### config.mk
export PLATFORM = sky130hd
export DESIGN_NAME = hb_sample_history
export DESIGN_NICKNAME = d
export VERILOG_FILES = /design/src/hb_pkg.sv /design/src/hb_sample_history.sv
export VERILOG_INCLUDE_DIRS = /design/src
export SDC_FILE = /design/constraint.sdc
export NUM_CORES = 1
export LEC_CHECK = 0
export ABC_CLOCK_PERIOD_IN_PS = 1800
export BUFFER_PORTS_ARGS = -buffer_cell sky130_fd_sc_hd__buf_4
export CORE_AREA = 2 2 226 228
export CTS_CLUSTER_SIZE = 12
export DETAILED_ROUTE_END_ITERATION = 8
export DIE_AREA = 0 0 228 230
export PLACE_DENSITY = 0.53
export SLEW_MARGIN = 40
export SYNTH_ARGS = -nofsm -noshare
export SYNTH_HDL_FRONTEND = slang
export SYNTH_SLANG_ARGS = --single-unit
### constraint.sdc
create_clock -name clk_i -period 1.8 [get_ports clk_i]
set_input_delay 0.18 -clock clk_i [delete_from_list [all_inputs] [get_ports clk_i]]
set_output_delay 0.18 -clock clk_i [all_outputs]
set_load 0.05 [all_outputs]
### src/hb_params.svh
`ifndef HB_PARAMS_SVH
`define HB_PARAMS_SVH

// Input sample width, signed
`define HB_SAMP_W 12

// Samples carried by one input vector
`define HB_LANES 8

// Past vectors kept in the history
`define HB_HIST_VECS 4

// Signed Q15 coefficient width
`define HB_COEF_W 16

// Symmetric tap pairs, odd offsets 1 to 15
`define HB_NPAIRS 8

// Output sample width after saturation
`define HB_OUT_W 12

// Accumulator width, covers the worst-case Q15 sum with margin
`define HB_ACC_W 34

// Fraction bits of the coefficients
`define HB_FRAC 15

// Edges from accepted vector to registered output
`define HB_LATENCY 3

`endif

### src/hb_pkg.sv
`include "hb_params.svh"

package hb_pkg;

    ////////////////////////////////
    // Sample and window types
    ////////////////////////////////

    typedef logic signed [`HB_SAMP_W-1:0] sample_t;
    typedef sample_t [`HB_LANES-1:0] sample_vec_t;

    // Index 0 is the oldest sample of the window
    typedef sample_t [(`HB_HIST_VECS+1)*`HB_LANES-1:0] window_t;

    // Pair sum carries one extra bit for the pre-add
    typedef logic signed [`HB_SAMP_W:0] pair_t;

    typedef struct packed {
        pair_t [`HB_NPAIRS-1:0] pair;
        sample_t                centre;
    } lane_pairs_t;

    typedef lane_pairs_t [`HB_LANES-1:0] pair_bus_t;

    typedef logic signed [`HB_ACC_W-1:0] acc_t;
    typedef acc_t [`HB_LANES-1:0] acc_vec_t;

    typedef logic signed [`HB_OUT_W-1:0] out_samp_t;
    typedef out_samp_t [`HB_LANES-1:0] out_vec_t;

    // Per-stage enables from the control block
    typedef struct packed {
        logic hist_shift;
        logic preadd_en;
        logic mac_en;
        logic out_en;
    } stage_en_t;

    ////////////////////////////////
    // Coefficients, Q15
    ////////////////////////////////

    typedef logic signed [`HB_COEF_W-1:0] coef_t;

    // Entry p belongs to tap offset 2p+1
    localparam coef_t HB_COEFS [`HB_NPAIRS] = '{
        16'sd10342, -16'sd3216, 16'sd1672, -16'sd949,
        16'sd263, -16'sd526, 16'sd105, -16'sd23
    };

    // Centre tap, one half
    localparam coef_t HB_CENTRE = 16'sd16384;

endpackage

### src/hb_sample_history.sv
`timescale 1ns/10ps
`include "hb_params.svh"

module hb_sample_history (
    input  logic                clk_i,
    input  logic                rst_n_i,
    input  hb_pkg::stage_en_t   stage_en_i,
    input  hb_pkg::sample_vec_t in_data_i,
    output hb_pkg::window_t     window_o
);

    // Stored vectors, entry 0 is the oldest
    hb_pkg::sample_vec_t [`HB_HIST_VECS-1:0] hist_q;

    ////////////////////////////////
    // History shift register
    ////////////////////////////////

    // Shifts only on an accepted vector
    // Idle cycles leave the stored samples untouched
    always_ff @(posedge clk_i) begin
        if (!rst_n_i) begin
            // Samples before reset count as zero
            hist_q <= '0;
        end else if (stage_en_i.hist_shift) begin
            for (int v = 0; v < `HB_HIST_VECS - 1; v++) begin
                hist_q[v] <= hist_q[v+1];
            end
            // Newest vector goes to the top entry
            hist_q[`HB_HIST_VECS-1] <= in_data_i;
        end
    end

    ////////////////////////////////
    // Window assembly
    ////////////////////////////////

    // Live input on the high end, oldest stored vector on the low end
    // Window index is 8 * vector + lane
    assign window_o = hb_pkg::window_t'({in_data_i, hist_q});

endmodule

==> results.json <==
{
  "status": "finished, final reports clean",
  "wire_per_inst_um": 17.3,
  "syn_area_um2": 15600,
  "worstSetupEndpointType": "output port",
  "start_util": 0.313,
  "overflow": 0,
  "synth_nets": 1436,
  "total_power_mw": 20.8,
  "cts.htree.levels": 2,
  "largest_reg_flops": 384,
  "grt_pass1_vias": 11000,
  "clk_latency_ns": 0.57,
  "critical_path_class": "reg -> out",
  "setup_viol_count_final": 0,
  "critPathMaxStageDelay_ns": 0.43,
  "peakVddDrop_mv": 0.601,
  "path_cells": "buf_4",
  "drc": 0,
  "power_frac_comb": 0.161,
  "synthAdderAreaFrac": 0,
  "critPathTopFamily": "flip-flops",
  "synthXorXnorAreaFrac": 0,
  "power.leakage_nw": 10.1,
  "drive_above_1_share": 0.350,
  "ant_nets": 0,
  "startpoint_type": "register",
  "fmax_mhz": 699,
  "hold_path_class": "in -> reg",
  "critPathSlowestCell": "dfxtp_1",
  "grt.total_usage": 0.165,
  "path_buf_inv": 1,
  "power.density_nw_per_um2": 950,
  "slew_headroom": 0.698,
  "ctsResizeCount": 0,
  "seqPwrFrac": 0.431,
  "multi_input_area_um2": 6250,
  "p_int_mw": 15.1,
  "num_rows": 82,
  "cp.depth": 1,
  "cts_setup_buffers": 0,
  "antenna_found_initial": 0,
  "grt_pass1_wl_um": 67700,
  "hpwlAfterDp_um": 32500,
  "firstDrtPassIters": 4,
  "drv_slew": 0,
  "skew_ns": 0.0239,
  "clockRootBuffer": "clkbuf_16",
  "vias": 10900,
  "crit_required_ns": 1.62,
  "io_buffers": 578,
  "finalCriticalPeriod_ns": 1.43,
  "finalNetCount": 2015,
  "postSynthAreaPerCell_um2": 11.7,
  "wirelength_um": 45000,
  "p_sw_mw": 5.78,
  "fillers": 4771,
  "cts_inserted_buffers": 44,
  "seq_area_frac_synth": 0.492,
  "core_area_um2": 49900,
  "synth-simple-area-share": 0.154,
  "ys_types": 9,
  "initialDrtViolationCount": 345,
  "min_path_cells": 3,
  "rr_worst_depth": 2,
  "synth_top_family_by_area": "multiplexers",
  "cp_max_fo": 3,
  "synth_compound_area_frac": 0,
  "hold_viol": 0,
  "die_w_um": 228,
  "ys_ff_latch": 384,
  "ys_warn_count": 0,
  "final_cell_area_um2": 21900,
  "cts_sinks": 384,
  "dpl_cell_area_um2": 19600,
  "synthMuxAreaShare": 0.246,
  "clkPwrFrac": 0.408,
  "maxCapViolations": 0,
  "top_level_ports": 582,
  "diodes": 0,
  "rsz0062_at_grt": "false",
  "area.sequential_um2": 7690,
  "timing.final.crit_share": 0.795,
  "grt_max_degree": 93,
  "postSynthCellCount": 1334,
  "path_clk_slew_ns": 0.06,
  "worst_pin_slew_ns": 0.453,
  "arrival_ns": 1.25,
  "setup_tns_ns": 0,
  "die_area_um2": 52400,
  "place.gp.congestion": 0.800,
  "ctsLongestPathBuffers": 3,
  "vias_per_cell": 4.19,
  "dieHeight_um": 230,
  "syn2layout_area_growth_pct": 40.5,
  "cts_tree": "built",
  "p_sw_frac": 0.277
}
==> cells in the mapped netlist <==
cell type / instances / area share
dfxtp_1: 384 / 0.49
nor2b_1: 384 / 0.15
buf_2: 5 / 0.0016
buf_4: 98 / 0.047
clkbuf_1: 38 / 0.0091
buf_8: 6 / 0.0058
mux2i_1: 384 / 0.25
buf_6: 1 / 0.00072
buf_12: 34 / 0.044
==> logic make-up after synthesis <==
kind of cell,after synthesis
flip-flops,384
multiplexers,384
buffers and inverters,182
AND/OR/NAND/NOR,384
==> cell usage in the layout (no fill, tap or decap), drive strengths merged <==
cell type	count
buf	618
bufinv	1
clkbuf	67
clkinv	4
dfxtp	384
dlygate4sd3	96
inv	1
mux2i	384
nor2b	384
==> routing by layer <==
layer,part of all wire,vias up,global-route usage
met2,0.49,337,0.286
met4,0.026,0,0.0511
met3,0.078,75,0.0624
met5,0,-,0
met1,0.41,5070,0.188
li1,-,5458,-
==> stage by stage <==
| step | worst slack, ns | hold slack (ns) | utilization | std cells |
|---|---|---|---|---|
| final | 0.369 | 0.0470 | 0.440 | 2611 |
| after global routing | 0.267 | 0.0345 | 0.440 | 2611 |
| after CTS | 0.310 | 0.0112 | 0.440 | 2611 |
| after detailed placement | 0.467 | 0.454 | 0.394 | 2443 |
| after global placement | 0.487 | 0.446 | 0.394 | 2443 |
| after floorplan | 0.836 | 0.349 | - | 1334 |
==> what timing repair did <==
action,4_1_cts,5_1_grt
hold endpoints to repair,96,0
setup endpoints to repair,0,0
hold buffers,96,0
==> power groups by stage <==
stage | logic (mW) | registers (mW) | clock network (mW)
floorplan | 1.59 | 9.98 | 0
global placement | 3.21 | 9.16 | 0
detailed placement | 3.22 | 9.17 | 0
CTS | 3.39 | 8.98 | 8.85
global route | 3.52 | 9.02 | 9.18
finish | 3.36 | 8.98 | 8.50
==> cell type report <==
class	count	share of cell area
clock inverters	6	0.00319
well taps	672	0.0383
repair buffers	715	0.265
clock buffers	66	0.0585
multi-input cells	768	0.285
flip-flops and latches	384	0.350
==> final timing paths <==
check	from	end	slack (ns)
max reg2reg	window_o[297]	window_o[201]	1.08
min	stage_en_i[3]	window_o[275]	0.05
min reg2reg	window_o[46]	window_o[46]	0.51
max	window_o[297]	window_o[297]	0.37
(Power assumes the default switching activity.)
