--- src/hb_params.svh ---
`ifndef HB_PARAMS_SVH
`define HB_PARAMS_SVH

// Input sample width, signed
`define HB_SAMP_W 12

// Samples carried by one input vector
`define HB_LANES 8

// Past vectors kept in the history
`define HB_HIST_VECS 4

// Signed Q15 coefficient width
`define HB_COEF_W 16

// Symmetric tap pairs, odd offsets 1 to 15
`define HB_NPAIRS 8

// Output sample width after saturation
`define HB_OUT_W 12

// Accumulator width, covers the worst-case Q15 sum with margin
`define HB_ACC_W 34

// Fraction bits of the coefficients
`define HB_FRAC 15

// Edges from accepted vector to registered output
`define HB_LATENCY 3

`endif

--- src/hb_pkg.sv ---
`include "hb_params.svh"

package hb_pkg;

    ////////////////////////////////
    // Sample and window types
    ////////////////////////////////

    typedef logic signed [`HB_SAMP_W-1:0] sample_t;
    typedef sample_t [`HB_LANES-1:0] sample_vec_t;

    // Index 0 is the oldest sample of the window
    typedef sample_t [(`HB_HIST_VECS+1)*`HB_LANES-1:0] window_t;

    // Pair sum carries one extra bit for the pre-add
    typedef logic signed [`HB_SAMP_W:0] pair_t;

    typedef struct packed {
        pair_t [`HB_NPAIRS-1:0] pair;
        sample_t                centre;
    } lane_pairs_t;

    typedef lane_pairs_t [`HB_LANES-1:0] pair_bus_t;

    typedef logic signed [`HB_ACC_W-1:0] acc_t;
    typedef acc_t [`HB_LANES-1:0] acc_vec_t;

    typedef logic signed [`HB_OUT_W-1:0] out_samp_t;
    typedef out_samp_t [`HB_LANES-1:0] out_vec_t;

    // Per-stage enables from the control block
    typedef struct packed {
        logic hist_shift;
        logic preadd_en;
        logic mac_en;
        logic out_en;
    } stage_en_t;

    ////////////////////////////////
    // Coefficients, Q15
    ////////////////////////////////

    typedef logic signed [`HB_COEF_W-1:0] coef_t;

    // Entry p belongs to tap offset 2p+1
    localparam coef_t HB_COEFS [`HB_NPAIRS] = '{
        16'sd10342, -16'sd3216, 16'sd1672, -16'sd949,
        16'sd263, -16'sd526, 16'sd105, -16'sd23
    };

    // Centre tap, one half
    localparam coef_t HB_CENTRE = 16'sd16384;

endpackage

--- src/hb_pair_preadd.sv ---
`timescale 1ns/10ps
`include "hb_params.svh"

module hb_pair_preadd (
    input  logic              clk_i,
    input  logic              rst_n_i,
    input  hb_pkg::stage_en_t stage_en_i,
    input  hb_pkg::window_t   window_i,
    output hb_pkg::pair_bus_t pairs_o
);

    // First live sample in the window
    localparam int ANCHOR0 = `HB_HIST_VECS * `HB_LANES;

    // Centre tap sits this many samples behind the anchor
    localparam int CTR_OFS = 2 * `HB_NPAIRS - 1;

    hb_pkg::pair_bus_t pairs_d;
    hb_pkg::pair_bus_t pairs_q;

    ////////////////////////////////
    // Symmetric pre-add
    ////////////////////////////////

    // Lane j output belongs to the live sample at window index ANCHOR0+j
    // Pair p adds the two samples at offset 2p+1 around the centre
    always_comb begin
        for (int j = 0; j < `HB_LANES; j++) begin
            pairs_d[j].centre = window_i[ANCHOR0 + j - CTR_OFS];
            for (int p = 0; p < `HB_NPAIRS; p++) begin
                // Sign-extend both operands before the add
                pairs_d[j].pair[p] =
                    hb_pkg::pair_t'(window_i[ANCHOR0 + j - CTR_OFS - (2*p + 1)]) +
                    hb_pkg::pair_t'(window_i[ANCHOR0 + j - CTR_OFS + (2*p + 1)]);
            end
        end
    end

    ////////////////////////////////
    // Stage register
    ////////////////////////////////

    // Loads on the same edge that accepts the vector
    always_ff @(posedge clk_i) begin
        if (!rst_n_i) begin
            pairs_q <= '0;
        end else if (stage_en_i.preadd_en) begin
            pairs_q <= pairs_d;
        end
    end

    assign pairs_o = pairs_q;

endmodule

--- config.mk ---
export PLATFORM = sky130hd
export DESIGN_NAME = hb_pair_preadd
export DESIGN_NICKNAME = d
export VERILOG_FILES = /design/src/hb_pkg.sv /design/src/hb_pair_preadd.sv
export VERILOG_INCLUDE_DIRS = /design/src
export SDC_FILE = /design/constraint.sdc
export NUM_CORES = 2
export LEC_CHECK = 0
export BUFFER_PORTS_ARGS = -buffer_cell sky130_fd_sc_hd__buf_2
export CORE_AREA = 10 10 542 544
export CTS_CLUSTER_DIAMETER = 40
export CTS_CLUSTER_SIZE = 20
export DETAILED_ROUTE_END_ITERATION = 10
export DIE_AREA = 0 0 552 554
export PLACE_DENSITY = 0.49
export SLEW_MARGIN = 20
export SYNTH_ARGS = -nofsm -noshare
export SYNTH_HDL_FRONTEND = slang
export SYNTH_SLANG_ARGS = --single-unit
--- constraint.sdc ---
create_clock -name clk_i -period 3.1 [get_ports clk_i]
set_input_delay 0.31 -clock clk_i [delete_from_list [all_inputs] [get_ports clk_i]]
set_output_delay 0.31 -clock clk_i [all_outputs]
set_load 0.02 [all_outputs]
==> flow_summary.ini <==
[sta]
setup_viol = 0
tightest_slew_ns = 0.9346
post-route-period-util = 0.8538
hold_slack_ns = 0.07243
rsz0062_at_grt = no
slew_viol_final = 0
tns_ns = 0
finalHoldViolCount = 0
max_freq_mhz = 377.8
finClkSkew_ns = 0
slew_headroom = 0.3754
fin_crit_ns = 2.647

[place]
postPlaceCellArea_mm2 = 0.07365
dp_hpwl_um = 329200
port_buffers = 1386
gp_congestion = 0.9673

[critical_path]
r2r_start = pairs_o[115]
path_depth = 11
r2r-end = pairs_o[115]
path_class = in2reg
crit_fanout = 4
crit_path_cell_trace = dlygate4sd3_1 -> buf_2 -> ha_1 -> fa_1 -> a21oi_1 -> o21ai_1 -> a211oi_2 -> o21ai_0 -> a21oi_1 -> a21o_1 -> dlygate4sd3_1
r2r_slack_ns = 1.58
critPathTopFamily = buffers and inverters
cp-end-kind = flop
crit_buf_inv = 3
cp.required_ns = 3.87
slowest_delay_ns = 0.56
reg2reg_depth = 4
arrival_ns = 3.42
cp_slowest_cell = dlygate4sd3_1
cp-start-kind = input pin

[routing]
dr_wl_met3_um = 35620
wl_met2_um = 178900
drt-initial-drc-count = 5977
wl_um = 402300
wl_met1_um = 163600
drc = 0
dr.pass1.iters = 6
wl_per_cell_um = 31.42
vias = 66030
ant_nets = 0
top_layer = met5
drt-vias-per-instance = 5.158

[cts]
cts_root_buf = clkbuf_16
htreeDepth = 4
clkTransAtPathRegs_ns = 0.06
cts_tree = yes
cts_resized = 0
worstSkewPairLatency_ns = 0.87
numCtsBuffers = 224
clockBufferDepth = 4
clock-sinks = 928

[synthesis]
synth_cell_types = 75
synth_edf_count = 0
ys_top_cells_by_area = dfxtp_1, ha_1, mux2i_1, nor2_1, xnor2_1
post-synth-top-area-cell = dfxtp_1
netlist_area_mm2 = 0.06232
yosysSeqAreaShare = 0.2981
synth_top_area_frac = 0.2981
syn_nets = 8581
ys_warn_count = 0
avgSynthCellArea_um2 = 8.580
synth_seq_cells = 928
synth-main-ff-cell = dfxtp_1
ys_async_sr_fraction = 0
syn_inst = 7263

[global_routing]
grt_usage = 0.2482
grt_max_degree = 110
overflow = 0
antenna_found_initial = 116
grt_pass1_vias = 64190
grt_pass1_wl_um = 540600

[run]
drv_cap = 0

[status]
status = completed

[die]
die-area_mm2 = 0.3058
fp-row-count = 196
die_h_um = 554
core_mm2 = 0.2835
io_pins = 1414
die_w_um = 552
initial_core_util = 0.2198

[cells_and_area]
n_fill_cell = 30280
area_growth_pct = 33.96
final_nets = 10150
stdcell_area_mm2 = 0.08348
drive_above_1_share = 0.2133
largest_reg_flops = 928

[min_path]
worstHoldEndpoint = pairs_o[309]
worstHoldPathType = in2reg
hp-start = window_i[96]
worstHoldPathCells = 4

[power]
p_per_area_mw_per_mm2 = 644.1
ir_drop_v = 0.0004575
p_leak_nw = 38.98
==> per-stage QoR <==
step | cells | utilization | worst slack, ns | total power (W)
floorplan | 7263 | - | 0.9873 | 0.02228
global placement | 12180 | 0.2598 | 0.4050 | 0.02842
detailed placement | 12180 | 0.2598 | 0.3887 | 0.02850
CTS | 12780 | 0.2943 | 0.6006 | 0.05409
global route | 12790 | 0.2944 | 0.4450 | 0.05583
finish | 12800 | 0.2945 | 0.4531 | 0.05377
==> cell families (layout without fill, tap and decap cells) <==
kind of cell,count (synthesis),count (layout),share of synthesized area
flops,928,928,0.2981
simple gates,1939,1939,0.1387
other cells,0,17,0
fa+ha+maj,832,832,0.1748
buf+inv,459,2218,0.03000
compound gates,2237,2237,0.2295
mux,346,346,0.05558
xor+xnor,522,522,0.07337
==> power breakdown <==
group          internal, W  leakage (nW)  switching [W]
clock               0.0164          3.78        0.00873
sequential          0.0132          7.67       0.000912
combinational      0.00495          27.5        0.00965
total               0.0345          39.0         0.0193
==> worst register-to-register path: cells and delay by family (launching register included) <==
kind / cells / cell delay (ns)
buffers and inverters: 1 / 0.56
AO/OA/AOI/OAI: 3 / 0.45
flip-flops: 1 / 0.39
==> synthesized netlist by cell type, drive strengths merged, types with 6 or more instances <==
| cell type | instances |
|---|---|
| nand3b | 14 |
| or2 | 10 |
| dfxtp | 928 |
| a22o | 31 |
| a2111oi | 7 |
| a41o | 24 |
| buf | 144 |
| a31oi | 45 |
| nor3 | 113 |
| nor3b | 13 |
| xnor2 | 302 |
| clkbuf | 160 |
| nor4 | 9 |
| a211o | 30 |
| mux2i | 346 |
| and3 | 71 |
| a21o | 270 |
| a41oi | 54 |
| a211oi | 243 |
| nor2b | 24 |
| and2 | 7 |
| nor2 | 797 |
| xor2 | 220 |
| fa | 64 |
| o21a | 101 |
| a221oi | 6 |
| nand3 | 261 |
| a21oi | 488 |
| o31ai | 23 |
| o21bai | 71 |
| or3 | 20 |
| nand2b | 67 |
| nand4 | 20 |
| ha | 768 |
| inv | 155 |
| nand2 | 468 |
| o221ai | 32 |
| nor4b | 38 |
| o21ai | 729 |
| o211ai | 47 |
==> placed cells by master, fill, tap and decap left out, types with 225 or more instances in the layout <==
cell	n
buf_2	1384
mux2i_1	346
nand3_1	261
nand2_1	467
clkbuf_16	225
nor2_1	795
ha_1	768
o21ai_0	521
a21oi_1	486
dfxtp_1	928
a21o_1	269
xnor2_1	302
==> layer usage <==
metal	up-vias	track usage
met5	-	0
met2	3114	0.4004
met1	32290	0.3031
met3	768	0.07022
met4	34	0.1214
li1	29820	-
==> repair_timing <==
item | 4_1_cts | 5_1_grt
endpoints found under the setup margin | 0 | 0
hold endpoints to repair | 243 | 0
buffers inserted | 0 | 0
hold buffers | 185 | 0
==> worst max-delay path by stage <==
stage / start / to / slack, ns
finish: window_i[384] / pairs_o[115] / 0.45
global placement: window_i[264] / pairs_o[718] / 0.41
CTS: window_i[384] / pairs_o[115] / 0.60
global route: window_i[456] / pairs_o[811] / 0.44
detailed placement: window_i[72] / pairs_o[577] / 0.39
floorplan: window_i[240] / pairs_o[731] / 0.99
==> area by class of cell <==
| type | count | area [um^2] | area share |
|---|---|---|---|
| inverters | 155 | 596.8 | 0.007149 |
| repair buffers | 1648 | 9724 | 0.1165 |
| diodes | 17 | 42.54 | 0.0005096 |
| clock inverters | 154 | 1993 | 0.02388 |
| clock buffers | 261 | 5946 | 0.07122 |
| well taps | 3762 | 4707 | 0.05639 |
| flip-flops and latches | 928 | 18580 | 0.2225 |
| multi-input cells | 5876 | 41890 | 0.5018 |
(Power assumes the default switching activity.)
