**src/hb_params.svh**
```systemverilog
`ifndef HB_PARAMS_SVH
`define HB_PARAMS_SVH

// Input sample width, signed
`define HB_SAMP_W 12

// Samples carried by one input vector
`define HB_LANES 8

// Past vectors kept in the history
`define HB_HIST_VECS 4

// Signed Q15 coefficient width
`define HB_COEF_W 16

// Symmetric tap pairs, odd offsets 1 to 15
`define HB_NPAIRS 8

// Output sample width after saturation
`define HB_OUT_W 12

// Accumulator width, covers the worst-case Q15 sum with margin
`define HB_ACC_W 34

// Fraction bits of the coefficients
`define HB_FRAC 15

// Edges from accepted vector to registered output
`define HB_LATENCY 3

`endif

```
**src/hb_pkg.sv**
```systemverilog
`include "hb_params.svh"

package hb_pkg;

    ////////////////////////////////
    // Sample and window types
    ////////////////////////////////

    typedef logic signed [`HB_SAMP_W-1:0] sample_t;
    typedef sample_t [`HB_LANES-1:0] sample_vec_t;

    // Index 0 is the oldest sample of the window
    typedef sample_t [(`HB_HIST_VECS+1)*`HB_LANES-1:0] window_t;

    // Pair sum carries one extra bit for the pre-add
    typedef logic signed [`HB_SAMP_W:0] pair_t;

    typedef struct packed {
        pair_t [`HB_NPAIRS-1:0] pair;
        sample_t                centre;
    } lane_pairs_t;

    typedef lane_pairs_t [`HB_LANES-1:0] pair_bus_t;

    typedef logic signed [`HB_ACC_W-1:0] acc_t;
    typedef acc_t [`HB_LANES-1:0] acc_vec_t;

    typedef logic signed [`HB_OUT_W-1:0] out_samp_t;
    typedef out_samp_t [`HB_LANES-1:0] out_vec_t;

    // Per-stage enables from the control block
    typedef struct packed {
        logic hist_shift;
        logic preadd_en;
        logic mac_en;
        logic out_en;
    } stage_en_t;

    ////////////////////////////////
    // Coefficients, Q15
    ////////////////////////////////

    typedef logic signed [`HB_COEF_W-1:0] coef_t;

    // Entry p belongs to tap offset 2p+1
    localparam coef_t HB_COEFS [`HB_NPAIRS] = '{
        16'sd10342, -16'sd3216, 16'sd1672, -16'sd949,
        16'sd263, -16'sd526, 16'sd105, -16'sd23
    };

    // Centre tap, one half
    localparam coef_t HB_CENTRE = 16'sd16384;

endpackage

```
**src/hb_round_sat.sv**
```systemverilog
`timescale 1ns/10ps
`include "hb_params.svh"

module hb_round_sat (
    input  logic              clk_i,
    input  logic              rst_n_i,
    input  hb_pkg::stage_en_t stage_en_i,
    input  hb_pkg::acc_vec_t  acc_i,
    output hb_pkg::out_vec_t  out_data_o
);

    // One guard bit for the rounding add
    typedef logic signed [`HB_ACC_W:0] rnd_t;

    localparam rnd_t HALF_LSB = rnd_t'(1) <<< (`HB_FRAC - 1);
    localparam rnd_t OUT_MAX  = rnd_t'((1 <<< (`HB_OUT_W - 1)) - 1);
    localparam rnd_t OUT_MIN  = rnd_t'(-(1 <<< (`HB_OUT_W - 1)));

    rnd_t [`HB_LANES-1:0] rnd_d;
    rnd_t [`HB_LANES-1:0] shr_d;
    hb_pkg::out_vec_t     out_d;
    hb_pkg::out_vec_t     out_q;

    // Round half-up, drop the Q15 fraction, clamp to 12 bits
    always_comb begin
        for (int j = 0; j < `HB_LANES; j++) begin
            rnd_d[j] = rnd_t'(acc_i[j]) + HALF_LSB;
            shr_d[j] = rnd_d[j] >>> `HB_FRAC;
            if (shr_d[j] > OUT_MAX) begin
                out_d[j] = hb_pkg::out_samp_t'(OUT_MAX);
            end else if (shr_d[j] < OUT_MIN) begin
                out_d[j] = hb_pkg::out_samp_t'(OUT_MIN);
            end else begin
                out_d[j] = hb_pkg::out_samp_t'(shr_d[j]);
            end
        end
    end

    // Output register, two edges after the pair sums
    always_ff @(posedge clk_i) begin
        if (!rst_n_i) begin
            out_q <= '0;
        end else if (stage_en_i.out_en) begin
            out_q <= out_d;
        end
    end

    assign out_data_o = out_q;

endmodule

```
**config.mk**
```make
export PLATFORM = sky130hd
export DESIGN_NAME = hb_round_sat
export DESIGN_NICKNAME = d
export VERILOG_FILES = /design/src/hb_pkg.sv /design/src/hb_round_sat.sv
export VERILOG_INCLUDE_DIRS = /design/src
export SDC_FILE = /design/constraint.sdc
export NUM_CORES = 1
export LEC_CHECK = 0
export ABC_AREA = 1
export BUFFER_PORTS_ARGS = -buffer_cell sky130_fd_sc_hd__buf_2
export CORE_ASPECT_RATIO = 1.75
export CORE_MARGIN = 4
export CORE_UTILIZATION = 30
export DETAILED_ROUTE_END_ITERATION = 16
export GPL_TIMING_DRIVEN = 0
export MAX_ROUTING_LAYER = met4
export SLEW_MARGIN = 20
export SYNTH_ARGS = -nofsm -noshare
export SYNTH_HDL_FRONTEND = slang
export SYNTH_SLANG_ARGS = --single-unit
export TNS_END_PERCENT = 10
```
**constraint.sdc**
```tcl
create_clock -name clk_i -period 2.42 [get_ports clk_i]
set_input_delay 0.242 -clock clk_i [delete_from_list [all_inputs] [get_ports clk_i]]
set_output_delay 0.242 -clock clk_i [all_outputs]
set_load 0.005 [all_outputs]
```
==> impl_metrics.py, run 1 <==
metrics = {
    "timing": {
        "slew_headroom_pct": 52.6,
        "holdWs_ns": 0.215,
        "tightestPinTransition_ns": 0.711,
        "final.setup.tns_ns": 0,
        "rsz0062_at_grt": "false",
        "clock_skew_ns": 0,
        "timing.final.ws_setup_ns": 0.688,
        "fmax_mhz": 577,
        "finalSetupViolations": 0,
        "hold_violations": 0,
        "maxSlewViolCount": 0,
        "period_share_pct": 71.6,
        "period_minus_slack_ns": 1.73,
    },
    "grt": {
        "top_usage_layer": "met2",
        "overflow": 0,
        "grt_max_degree": 17,
        "track_usage_pct": 19.6,
        "antenna_found_initial": 1,
        "grt_pass1_wl_mm": 50.2,
        "grt_pass1_vias": 10100,
        "use_met3_pct": 3.23,
        "grtUsageMet2_pct": 37.7,
        "met1_usage_pct": 18.4,
    },
    "route": {
        "drt_iter0_drc": 307,
        "drtAntennaViolNets": 0,
        "drt_wl_total_mm": 31.6,
        "remaining_drc_errors": 0,
        "dr.pass1.iters": 5,
        "via_per_inst": 4.69,
        "vias": 10100,
        "wl_per_cell_um": 14.7,
    },
    "power": {
        "powerDensity_nw_per_um2": 434,
        "leakagePower_nw": 5.17,
        "vdd_drop_max_uv": 332,
        "p_total_w": 0.00480,
    },
    "yosys": {
        "synth_area_um2": 8930,
        "seq_area_frac_synth_pct": 21.5,
        "synth_seq_cells": 96,
        "yosysWarnings": 0,
        "synthesis.instances": 1497,
        "syn_avg_cell_area_um2": 5.97,
        "synth_top_flop_cell": "dfxtp_1",
        "synth_edf_count": 0,
        "ys_types": 35,
        "async_flop_share_pct": 0,
        "syn-num-nets": 1791,
    },
    "placement": {
        "io_buffers": 256,
        "routabilityCongestion": 0.972,
        "dpl.hpwl_mm": 27.1,
        "dp_slack_ns": 0.287,
    },
    "clock_network": {
        "cts_tree": "built",
        "cts.sinks": 96,
        "htree_num_levels": 3,
        "cts_buffer_depth": 2,
        "cts_buffers": 9,
        "post-cts-setup-buffers": 0,
        "cts_resized": 0,
        "clkSlewWorstSetupHoldPaths_ns": 0.07,
        "cts_hold_buffers": 0,
        "cts_root_buf": "clkbuf_16",
        "clock_latency_ns": 0.37,
    },
    "cells_and_area": {
        "drive_gt1_share_pct": 25.9,
        "fin_nets": 2058,
        "largest_reg_flops": 96,
        "layout_common_cells": "383 x nand2_1, 300 x nor2_1, 266 x buf_2",
        "final_common_cell": "nand2_1",
        "area_growth_pct": 23.8,
        "fill_cells": 3274,
    },
    "floorplanning": {
        "start_util_pct": 30.4,
        "fp.dieH_um": 236,
        "num_io_pins": 374,
        "die_area_um2": 32700,
        "die_w_um": 138,
        "fp.coreArea_um2": 29400,
        "rows": 83,
    },
    "critical_path": {
        "critPathCaptureType": "register",
        "rrSetupSlack_ns": 1.74,
        "crit_fanout": 10,
        "setup.worst_path.class": "input pin to register",
        "cp_data_required_time_ns": 2.68,
        "startpoint_type": "input pin",
        "arrival_ns": 1.99,
    },
    "status": {
        "outcome": "complete, no violations",
    },
    "job": {
        "maxCapViolCount": 0,
    },
    "min_path": {
        "hold_class": "input pin to register",
    },
}
[path summary, 6_finish.rpt]
path	startpoint	endpoint	cells after the start
max	acc_i[252]	out_data_o[89]	16
min	acc_i[88]	out_data_o[29]	4
max reg2reg	out_data_o[20]	out_data_o[20]	2
min reg2reg	out_data_o[47]	out_data_o[47]	2
[Yosys cell counts, types with 3 or more instances]
| cell type | number | area (um2) |
|---|---|---|
| o21ai_0 | 103 | 515 |
| a21oi_1 | 29 | 145 |
| nand2_1 | 383 | 1440 |
| a21boi_0 | 4 | 30.0 |
| a21oi_2 | 72 | 631 |
| nor3_1 | 9 | 45.0 |
| buf_6 | 10 | 113 |
| dfxtp_1 | 96 | 1920 |
| inv_2 | 6 | 22.5 |
| o22ai_1 | 3 | 18.8 |
| nor2_2 | 33 | 206 |
| nand3b_1 | 5 | 37.5 |
| o21bai_1 | 5 | 37.5 |
| nor2_4 | 12 | 135 |
| clkbuf_1 | 19 | 71.3 |
| inv_1 | 131 | 492 |
| buf_4 | 3 | 22.5 |
| buf_2 | 10 | 50.1 |
| o21ai_1 | 9 | 45.0 |
| ha_1 | 16 | 200 |
| nor2_1 | 300 | 1130 |
| xor2_1 | 48 | 420 |
| nand4_1 | 23 | 144 |
| nand3_2 | 3 | 30.0 |
| xnor2_1 | 35 | 307 |
| nand3_1 | 84 | 420 |
| nand2_2 | 35 | 219 |
[stage by stage]
step / instances / util (%) / cell area [um2]
after global placement: 2135 / 36.4 / 10700
final: 2152 / 37.6 / 11100
after floorplan: 1497 / - / 8930
after global routing: 2152 / 37.6 / 11100
after CTS: 2151 / 37.6 / 11100
after detailed placement: 2135 / 36.4 / 10700
[worst max-delay path: stages]
cell and delay (ns):
buf_2 0.11, ha_1 0.26, nand3_1 0.10, nor2_1 0.19
nand3_1 0.10, nand2_1 0.07, nand2_1 0.09, inv_1 0.07
nand3_1 0.06, nor2_1 0.11, nand2_1 0.06, nand2_1 0.05
nand2_1 0.05, buf_2 0.18, nor2_1 0.19, nor2_1 0.06
[metal layers]
metal	vias up	wire length (um)
li1	5290	-
met1	4480	11300
met2	255	17300
met3	72	1450
met4	0	1540
met5	-	0
[logic make-up after synthesis]
family / Yosys count / synth area share (%)
AOI/OAI and AO/OA: 227 / 16.1
adders and majority gates: 16 / 2.24
DFF: 96 / 21.5
buffers and inverters: 180 / 8.67
and+or+nand+nor: 895 / 43.4
xor gates and xnor gates: 83 / 8.14
[report_power, final]
group,switching [W],internal [W],total (W)
Clock,0.000693,0.00112,0.00182
Combinational,0.000756,0.000468,0.00122
Sequential,0.0000563,0.00170,0.00176
Total,0.00151,0.00329,0.00480
[area by class of cell]
cell class	count	area [um2]	share of cell area [%]
multi-input combinational	1221	6230	56.4
inverter	138	518	4.68
sequential	96	1920	17.4
antenna	1	2.50	0.0226
clock buffer	10	229	2.07
tap	382	478	4.32
buffer	42	256	2.32
timing repair buffer	256	1280	11.6
clock inverter	6	138	1.24
(Power assumes the default switching activity.)
==> run 2: changes to the inputs <==
- ABC_AREA: 1 -> 0
- clock period: 2.42 -> 1.7 ns (I/O delays scaled with it)
==> run 2 against run 1 <==
The run now ends with setup timing left. Clock skew unchanged. First-iteration DRC count increased by 0.65%. Register-to-register slack got worse by 0.82 ns. Largest cell class unchanged. Worst setup slack got worse by 0.84 ns. Clock power increased by 11%. Cell area decreased by 5.1%. Hold slack got worse by 0.087 ns. Via count decreased by 13%.
==> impl_metrics.py, run 2 <==
metrics = {
    "timing": {
        "clock_skew_ns": 0,
        "hold_violations": 0,
        "finalSetupViolations": 63,
        "holdWs_ns": 0.128,
        "slew_headroom_pct": 51.1,
        "period_minus_slack_ns": 1.85,
        "rsz0062_at_grt": "true",
        "period_share_pct": 109,
        "timing.final.ws_setup_ns": -0.147,
        "tightestPinTransition_ns": 0.733,
        "maxSlewViolCount": 0,
        "fmax_mhz": 541,
    },
    "yosys": {
        "seq_area_frac_synth_pct": 25.4,
        "synth_area_um2": 7570,
        "synthSimpleGateAreaFrac_pct": 34.5,
        "synth.most_common_cell": "nor2_1",
        "ys_types": 76,
        "synthAdderAreaFrac_pct": 2.64,
        "yosysWarnings": 0,
        "synth_area_leaders": "dfxtp_1 25%, xor2_1 5.9%, xnor2_1 5.6%",
        "synth_compound_area_share_pct": 20.3,
        "synth_top_flop_cell": "dfxtp_1",
        "synth_top_family_by_area": "simple AND/OR/NAND/NOR gates",
        "syn_avg_cell_area_um2": 7.46,
        "synthXorXnorAreaFrac_pct": 11.5,
        "synthTopCellsByCount": "102 x nor2_1, 101 x nand2_1, 96 x dfxtp_1",
        "synth_top_cell_by_area": "dfxtp_1",
        "synth_top_area_share_pct": 25.4,
        "async_flop_share_pct": 0,
        "synthMuxAreaShare_pct": 1.21,
        "syn-num-nets": 1309,
        "synthesis.instances": 1015,
        "synth_edf_count": 0,
        "synth_seq_cells": 96,
    },
    "min_path": {
        "hold_class": "input pin to register",
        "min_path_cells": 4,
        "hold_path_end": "out_data_o[87]",
        "min_from": "acc_i[256]",
    },
    "grt": {
        "track_usage_pct": 20.4,
        "overflow": 0,
        "grt_max_degree": 20,
        "grt_pass1_wl_mm": 44.1,
        "grt_pass1_vias": 8433,
        "antenna_found_initial": 9,
    },
    "cells_and_area": {
        "final_cells": 1625,
        "final_common_cell": "buf_2",
        "area_growth_pct": 38.6,
        "design_area_um2": 10500,
        "drive_gt1_share_pct": 32.1,
        "layout_common_cells": "226 x buf_2, 100 x nor2_1, 96 x nand2_1, 96 x dfxtp_1, 67 x o21ai_0",
        "largest_reg_flops": 96,
        "fin_nets": 1593,
        "fill_cells": 2562,
        "register_area_um2": 1920,
        "multiInputGateArea_um2": 5830,
    },
    "route": {
        "remaining_drc_errors": 0,
        "via_per_inst": 5.38,
        "drt_iter0_drc": 309,
        "wl_per_cell_um": 17.9,
        "drtAntennaViolNets": 0,
        "drt_wl_total_mm": 29.1,
        "vias": 8745,
        "dr.pass1.iters": 4,
    },
    "power": {
        "switching_share_pct": 33.3,
        "leakagePower_nw": 4.30,
        "combinationalPowerShare_pct": 27.6,
        "vdd_drop_max_uv": 480,
        "power_frac_seq_pct": 40.1,
        "p_switching_w": 0.00208,
        "powerDensity_nw_per_um2": 595,
        "p_total_w": 0.00625,
        "clock_power_share_pct": 32.3,
        "p_int_w": 0.00417,
    },
    "placement": {
        "dpl_cell_area_um2": 9290,
        "io_buffers": 251,
        "post-place-cells": 1578,
        "dpl.hpwl_mm": 22.8,
        "routabilityCongestion": 0.934,
        "dp_slack_ns": -1.35,
    },
    "clock_network": {
        "clock_latency_ns": 0.35,
        "cts.sinks": 96,
        "cts_buffers": 9,
        "clkSlewWorstSetupHoldPaths_ns": 0.07,
        "cts_tree": "built",
        "cts_root_buf": "clkbuf_16",
        "cts_buffer_depth": 2,
        "htree_num_levels": 3,
    },
    "floorplanning": {
        "fp.coreArea_um2": 24700,
        "start_util_pct": 30.6,
        "fp.dieH_um": 218,
        "num_io_pins": 374,
        "die_area_um2": 27900,
        "die_w_um": 128,
        "rows": 76,
    },
    "critical_path": {
        "rrSetupSlack_ns": 0.92,
        "critPathCaptureType": "register",
        "startpoint_type": "input pin",
        "crit_family": "simple AND/OR/NAND/NOR gates",
        "arrival_ns": 2.14,
        "cp_data_required_time_ns": 1.99,
        "setup.worst_path.class": "input pin to register",
        "cpMaxStageDelayCell": "o41ai_4",
        "crit_chain": "buf_12 > ha_4 > buf_6 > nand4_1 > nor4_4 > xor2_1 > nand3_1 > o41ai_4 > buf_4 > nand2_2 > a21oi_2",
        "crit_buf_inv": 3,
        "worst_r2r_endpoint": "out_data_o[56]",
        "rr_worst_depth": 2,
        "crit_fanout": 5,
        "r2r_start": "out_data_o[56]",
        "slowest_delay_ns": 0.43,
    },
    "job": {
        "maxCapViolCount": 0,
    },
    "status": {
        "outcome": "finished with violations",
        "violations": "setup timing",
    },
}
run 2: routing by layer:
layer | up-vias | part of all wire (%) | wire length (um) | global-route usage (%)
met5 | - | 0 | 0 | -
met4 | 0 | 2.7 | 790 | 7.19
met3 | 43 | 6.4 | 1870 | 4.65
met2 | 256 | 52 | 15000 | 36.3
met1 | 4079 | 39 | 11400 | 21.9
li1 | 4367 | - | - | -
run 2: how the worst max path moves through the flow:
stage | from | end | slack [ns] | cells past startpoint
2_1_floorplan | acc_i[186] | out_data_o[61] | -0.18 | 7
3_3_place_gp | stage_en_i[0] | out_data_o[46] | -1.27 | 6
3_5_place_dp | stage_en_i[0] | out_data_o[70] | -1.35 | 5
4_1_cts | acc_i[82] | out_data_o[34] | -0.11 | 11
5_1_grt | acc_i[82] | out_data_o[32] | -0.25 | 11
6_report | acc_i[82] | out_data_o[25] | -0.15 | 11
run 2: power by group through the flow:
stage | clock, W | sequential (W) | combinational (W)
2_1_floorplan | 0 | 0.00256 | 0.000736
3_3_place_gp | 0 | 0.00255 | 0.00152
3_5_place_dp | 0 | 0.00255 | 0.00154
4_1_cts | 0.00211 | 0.00250 | 0.00166
5_1_grt | 0.00218 | 0.00252 | 0.00190
6_report | 0.00202 | 0.00250 | 0.00173
run 2: layout make-up:
| cell class | instances | area share [%] |
|---|---|---|
| clock buffer | 9 | 2.15 |
| clock inverter | 7 | 0.632 |
| timing repair buffer | 276 | 15.4 |
| buffer | 51 | 3.06 |
| sequential | 96 | 18.3 |
| antenna | 9 | 0.215 |
| multi-input combinational | 839 | 55.6 |
| inverter | 26 | 0.930 |
| tap | 312 | 3.72 |
run 2: metrics by stage:
step	setup TNS (ns)	utilization [%]
2_1_floorplan	-11.16	-
3_3_place_gp	-72.59	37.6
3_5_place_dp	-74.50	37.6
4_1_cts	-1.85	41.0
5_1_grt	-10.04	42.5
6_report	-3.27	42.5
run 2: repair_timing:
| item | in CTS | in global routing |
|---|---|---|
| buffers inserted | 14 | 8 |
| gates resized for setup | 125 | 70 |
| gates cloned | 3 | 0 |
| endpoints found under the setup margin | 93 | 88 |
| pin swaps | 28 | 22 |
| hold buffers | 0 | 0 |
run 2: worst min-delay path, stage by stage:
cell and delay, ns:
buf_6 0.09, xnor2_1 0.06, nand2_1 0.06, a21oi_1 0.05
run 2: cell families after synthesis:
family                   after synthesis
AND/OR/NAND/NOR                      478
AO/OA/AOI/OAI                        237
XOR/XNOR                              99
flip-flops                            96
buffers and inverters                 80
adder cells (fa/ha/maj)               16
multiplexers                           9
==> run 3: changes to the inputs <==
- CTS_BUF_LIST: not set -> sky130_fd_sc_hd__clkbuf_4
- SETUP_SLACK_MARGIN: not set -> 0.05
- SLEW_MARGIN: 20 -> not set
==> run 3 against run 2 <==
The run still ends with setup timing left. Global-route usage up 0.34 points. Cell area up 4.6%. Final cell count up 5.1%. Sequential power about the same. Combinational power up 7%. Non-clock buffer count up 79. Sequential share of layout area down 0.80 points. Clock skew unchanged. Clock power down 39%. Power down 10%. Fmax up 4.8%.
==> impl_metrics.py, run 3 (synthesized netlist as in run 2, its figures left out) <==
metrics = {
    "route": {
        "vias": 9198,
        "via_per_inst": 5.39,
        "wl_per_cell_um": 17.6,
        "remaining_drc_errors": 0,
        "dr.pass1.iters": 5,
        "drt_wl_total_mm": 30.0,
        "drtAntennaViolNets": 0,
        "drt_iter0_drc": 315,
    },
    "critical_path": {
        "crit_chain": "buf_8 > nand4_4 > or4_4 > nor4_4 > a21oi_2 > o41ai_4 > buf_4 > nand2_2 > a21oi_2",
        "cp_data_required_time_ns": 2.15,
        "cpMaxStageDelayCell": "or4_4",
        "crit_family": "simple AND/OR/NAND/NOR gates",
        "cp_common_cell": "a21oi_2",
        "critPathCaptureType": "register",
        "startpoint_type": "input pin",
        "crit_fanout": 6,
        "arrival_ns": 2.21,
        "crit_buf_inv": 2,
        "slowest_delay_ns": 0.57,
        "setup.worst_path.class": "input pin to register",
    },
    "power": {
        "combinationalPowerShare_pct": 33.0,
        "p_switching_w": 0.00203,
        "vdd_drop_max_uv": 294,
        "p_total_w": 0.00560,
        "powerDensity_nw_per_um2": 510,
        "clock_power_share_pct": 22.2,
        "p_int_w": 0.00357,
        "power_frac_seq_pct": 44.8,
        "leakagePower_nw": 4.46,
        "switching_share_pct": 36.3,
    },
    "clock_network": {
        "cts_buffers": 9,
        "clkSlewWorstSetupHoldPaths_ns": 0.18,
        "clock_latency_ns": 0.50,
        "cts_root_buf": "clkbuf_4",
        "cts_buffer_depth": 2,
        "cts_tree": "built",
        "htree_num_levels": 3,
        "cts.sinks": 96,
    },
    "placement": {
        "io_buffers": 251,
        "dpl.hpwl_mm": 22.8,
        "routabilityCongestion": 0.934,
        "dp_slack_ns": -1.35,
    },
    "cells_and_area": {
        "layout_common_cells": "238 x buf_2, 100 x nor2_1, 96 x dfxtp_1",
        "largest_reg_flops": 96,
        "area_growth_pct": 44.9,
        "drive_gt1_share_pct": 30.4,
        "final_common_cell": "buf_2",
        "fin_nets": 1672,
    },
    "floorplanning": {
        "rows": 76,
        "fp.dieH_um": 218,
        "num_io_pins": 374,
        "die_area_um2": 27900,
        "die_w_um": 128,
        "start_util_pct": 30.6,
        "fp.coreArea_um2": 24700,
    },
    "grt": {
        "met1_usage_pct": 22.6,
        "grtUsageMet2_pct": 36.3,
        "antenna_found_initial": 12,
        "use_met3_pct": 4.87,
        "grt_max_degree": 20,
        "overflow": 0,
        "track_usage_pct": 20.7,
        "grt_pass1_vias": 8726,
        "grt_pass1_wl_mm": 45.1,
        "top_usage_layer": "met2",
    },
    "timing": {
        "rsz0062_at_grt": "true",
        "fmax_mhz": 567,
        "timing.final.ws_setup_ns": -0.0629,
        "hold_violations": 0,
        "clock_skew_ns": 0,
        "slew_headroom_pct": 53.3,
        "period_share_pct": 104,
        "period_minus_slack_ns": 1.76,
        "tightestPinTransition_ns": 0.701,
        "maxSlewViolCount": 0,
        "finalSetupViolations": 11,
    },
    "min_path": {
        "hold_class": "input pin to register",
    },
    "status": {
        "violations": "setup timing",
        "outcome": "finished with violations",
    },
    "job": {
        "maxCapViolCount": 0,
    },
}
==> run 3: final timing paths <==
check	cells past startpoint	end	start	slack, ns
setup / recovery	9	out_data_o[25]	acc_i[85]	-0.06
hold / removal	4	out_data_o[84]	acc_i[253]	0.03
setup reg to reg	2	out_data_o[56]	out_data_o[56]	0.89
hold reg to reg	2	out_data_o[23]	out_data_o[23]	0.48
==> run 3: layout make-up <==
cell class                 instances  area, um2
antenna                           13       32.5
sequential                        96       1920
inverter                          26        100
fill                            2546      13700
tap                              312        390
clock inverter                     7       66.3
timing repair buffer             357       2330
clock buffer                       9       67.6
buffer                            49        289
multi-input combinational        839       5780
==> run 3: worst reg2reg max path: stages (launching register included) <==
cell,delay [ns]
dfxtp_1,0.40
nor2_1,0.05
a311oi_1,0.28
==> run 3: power groups by stage <==
stage / clock network [W] / logic, W / registers [W]
after floorplan: 0 / 0.000736 / 0.00256
after global placement: 0 / 0.00152 / 0.00255
after detailed placement: 0 / 0.00154 / 0.00255
after CTS: 0.00134 / 0.00169 / 0.00251
after global routing: 0.00139 / 0.00203 / 0.00253
final: 0.00124 / 0.00185 / 0.00251
==> run 3: per-layer routing <==
layer | part of all wire (%) | vias to the layer above
met3 | 6.3 | 52
met1 | 39 | 4361
met5 | 0 | -
met4 | 3.0 | 0
li1 | - | 4528
met2 | 51 | 257
==> run 3: stage by stage <==
stage / setup TNS [ns] / instances / cell area, um2 / hold WS (ns) / util (%)
after floorplan: -11.16 / 1015 / 7640 / 0.367 / -
after global placement: -72.59 / 1578 / 9290 / 0.459 / 37.6
after detailed placement: -74.50 / 1578 / 9290 / 0.463 / 37.6
after CTS: 0 / 1669 / 10200 / 0.00135 / 41.3
after global routing: -0.277 / 1707 / 11000 / 0.0107 / 44.4
final: -0.327 / 1708 / 11000 / 0.0312 / 44.4
==> run 3: what timing repair did <==
item | CTS | global route
endpoints found under the setup margin | 86 | 87
pin swaps | 2 | 43
hold endpoints to repair | 65 | 0
buffers inserted | 1 | 25
gates resized for setup | 10 | 159
hold buffers | 77 | 0
gates cloned | 0 | 3
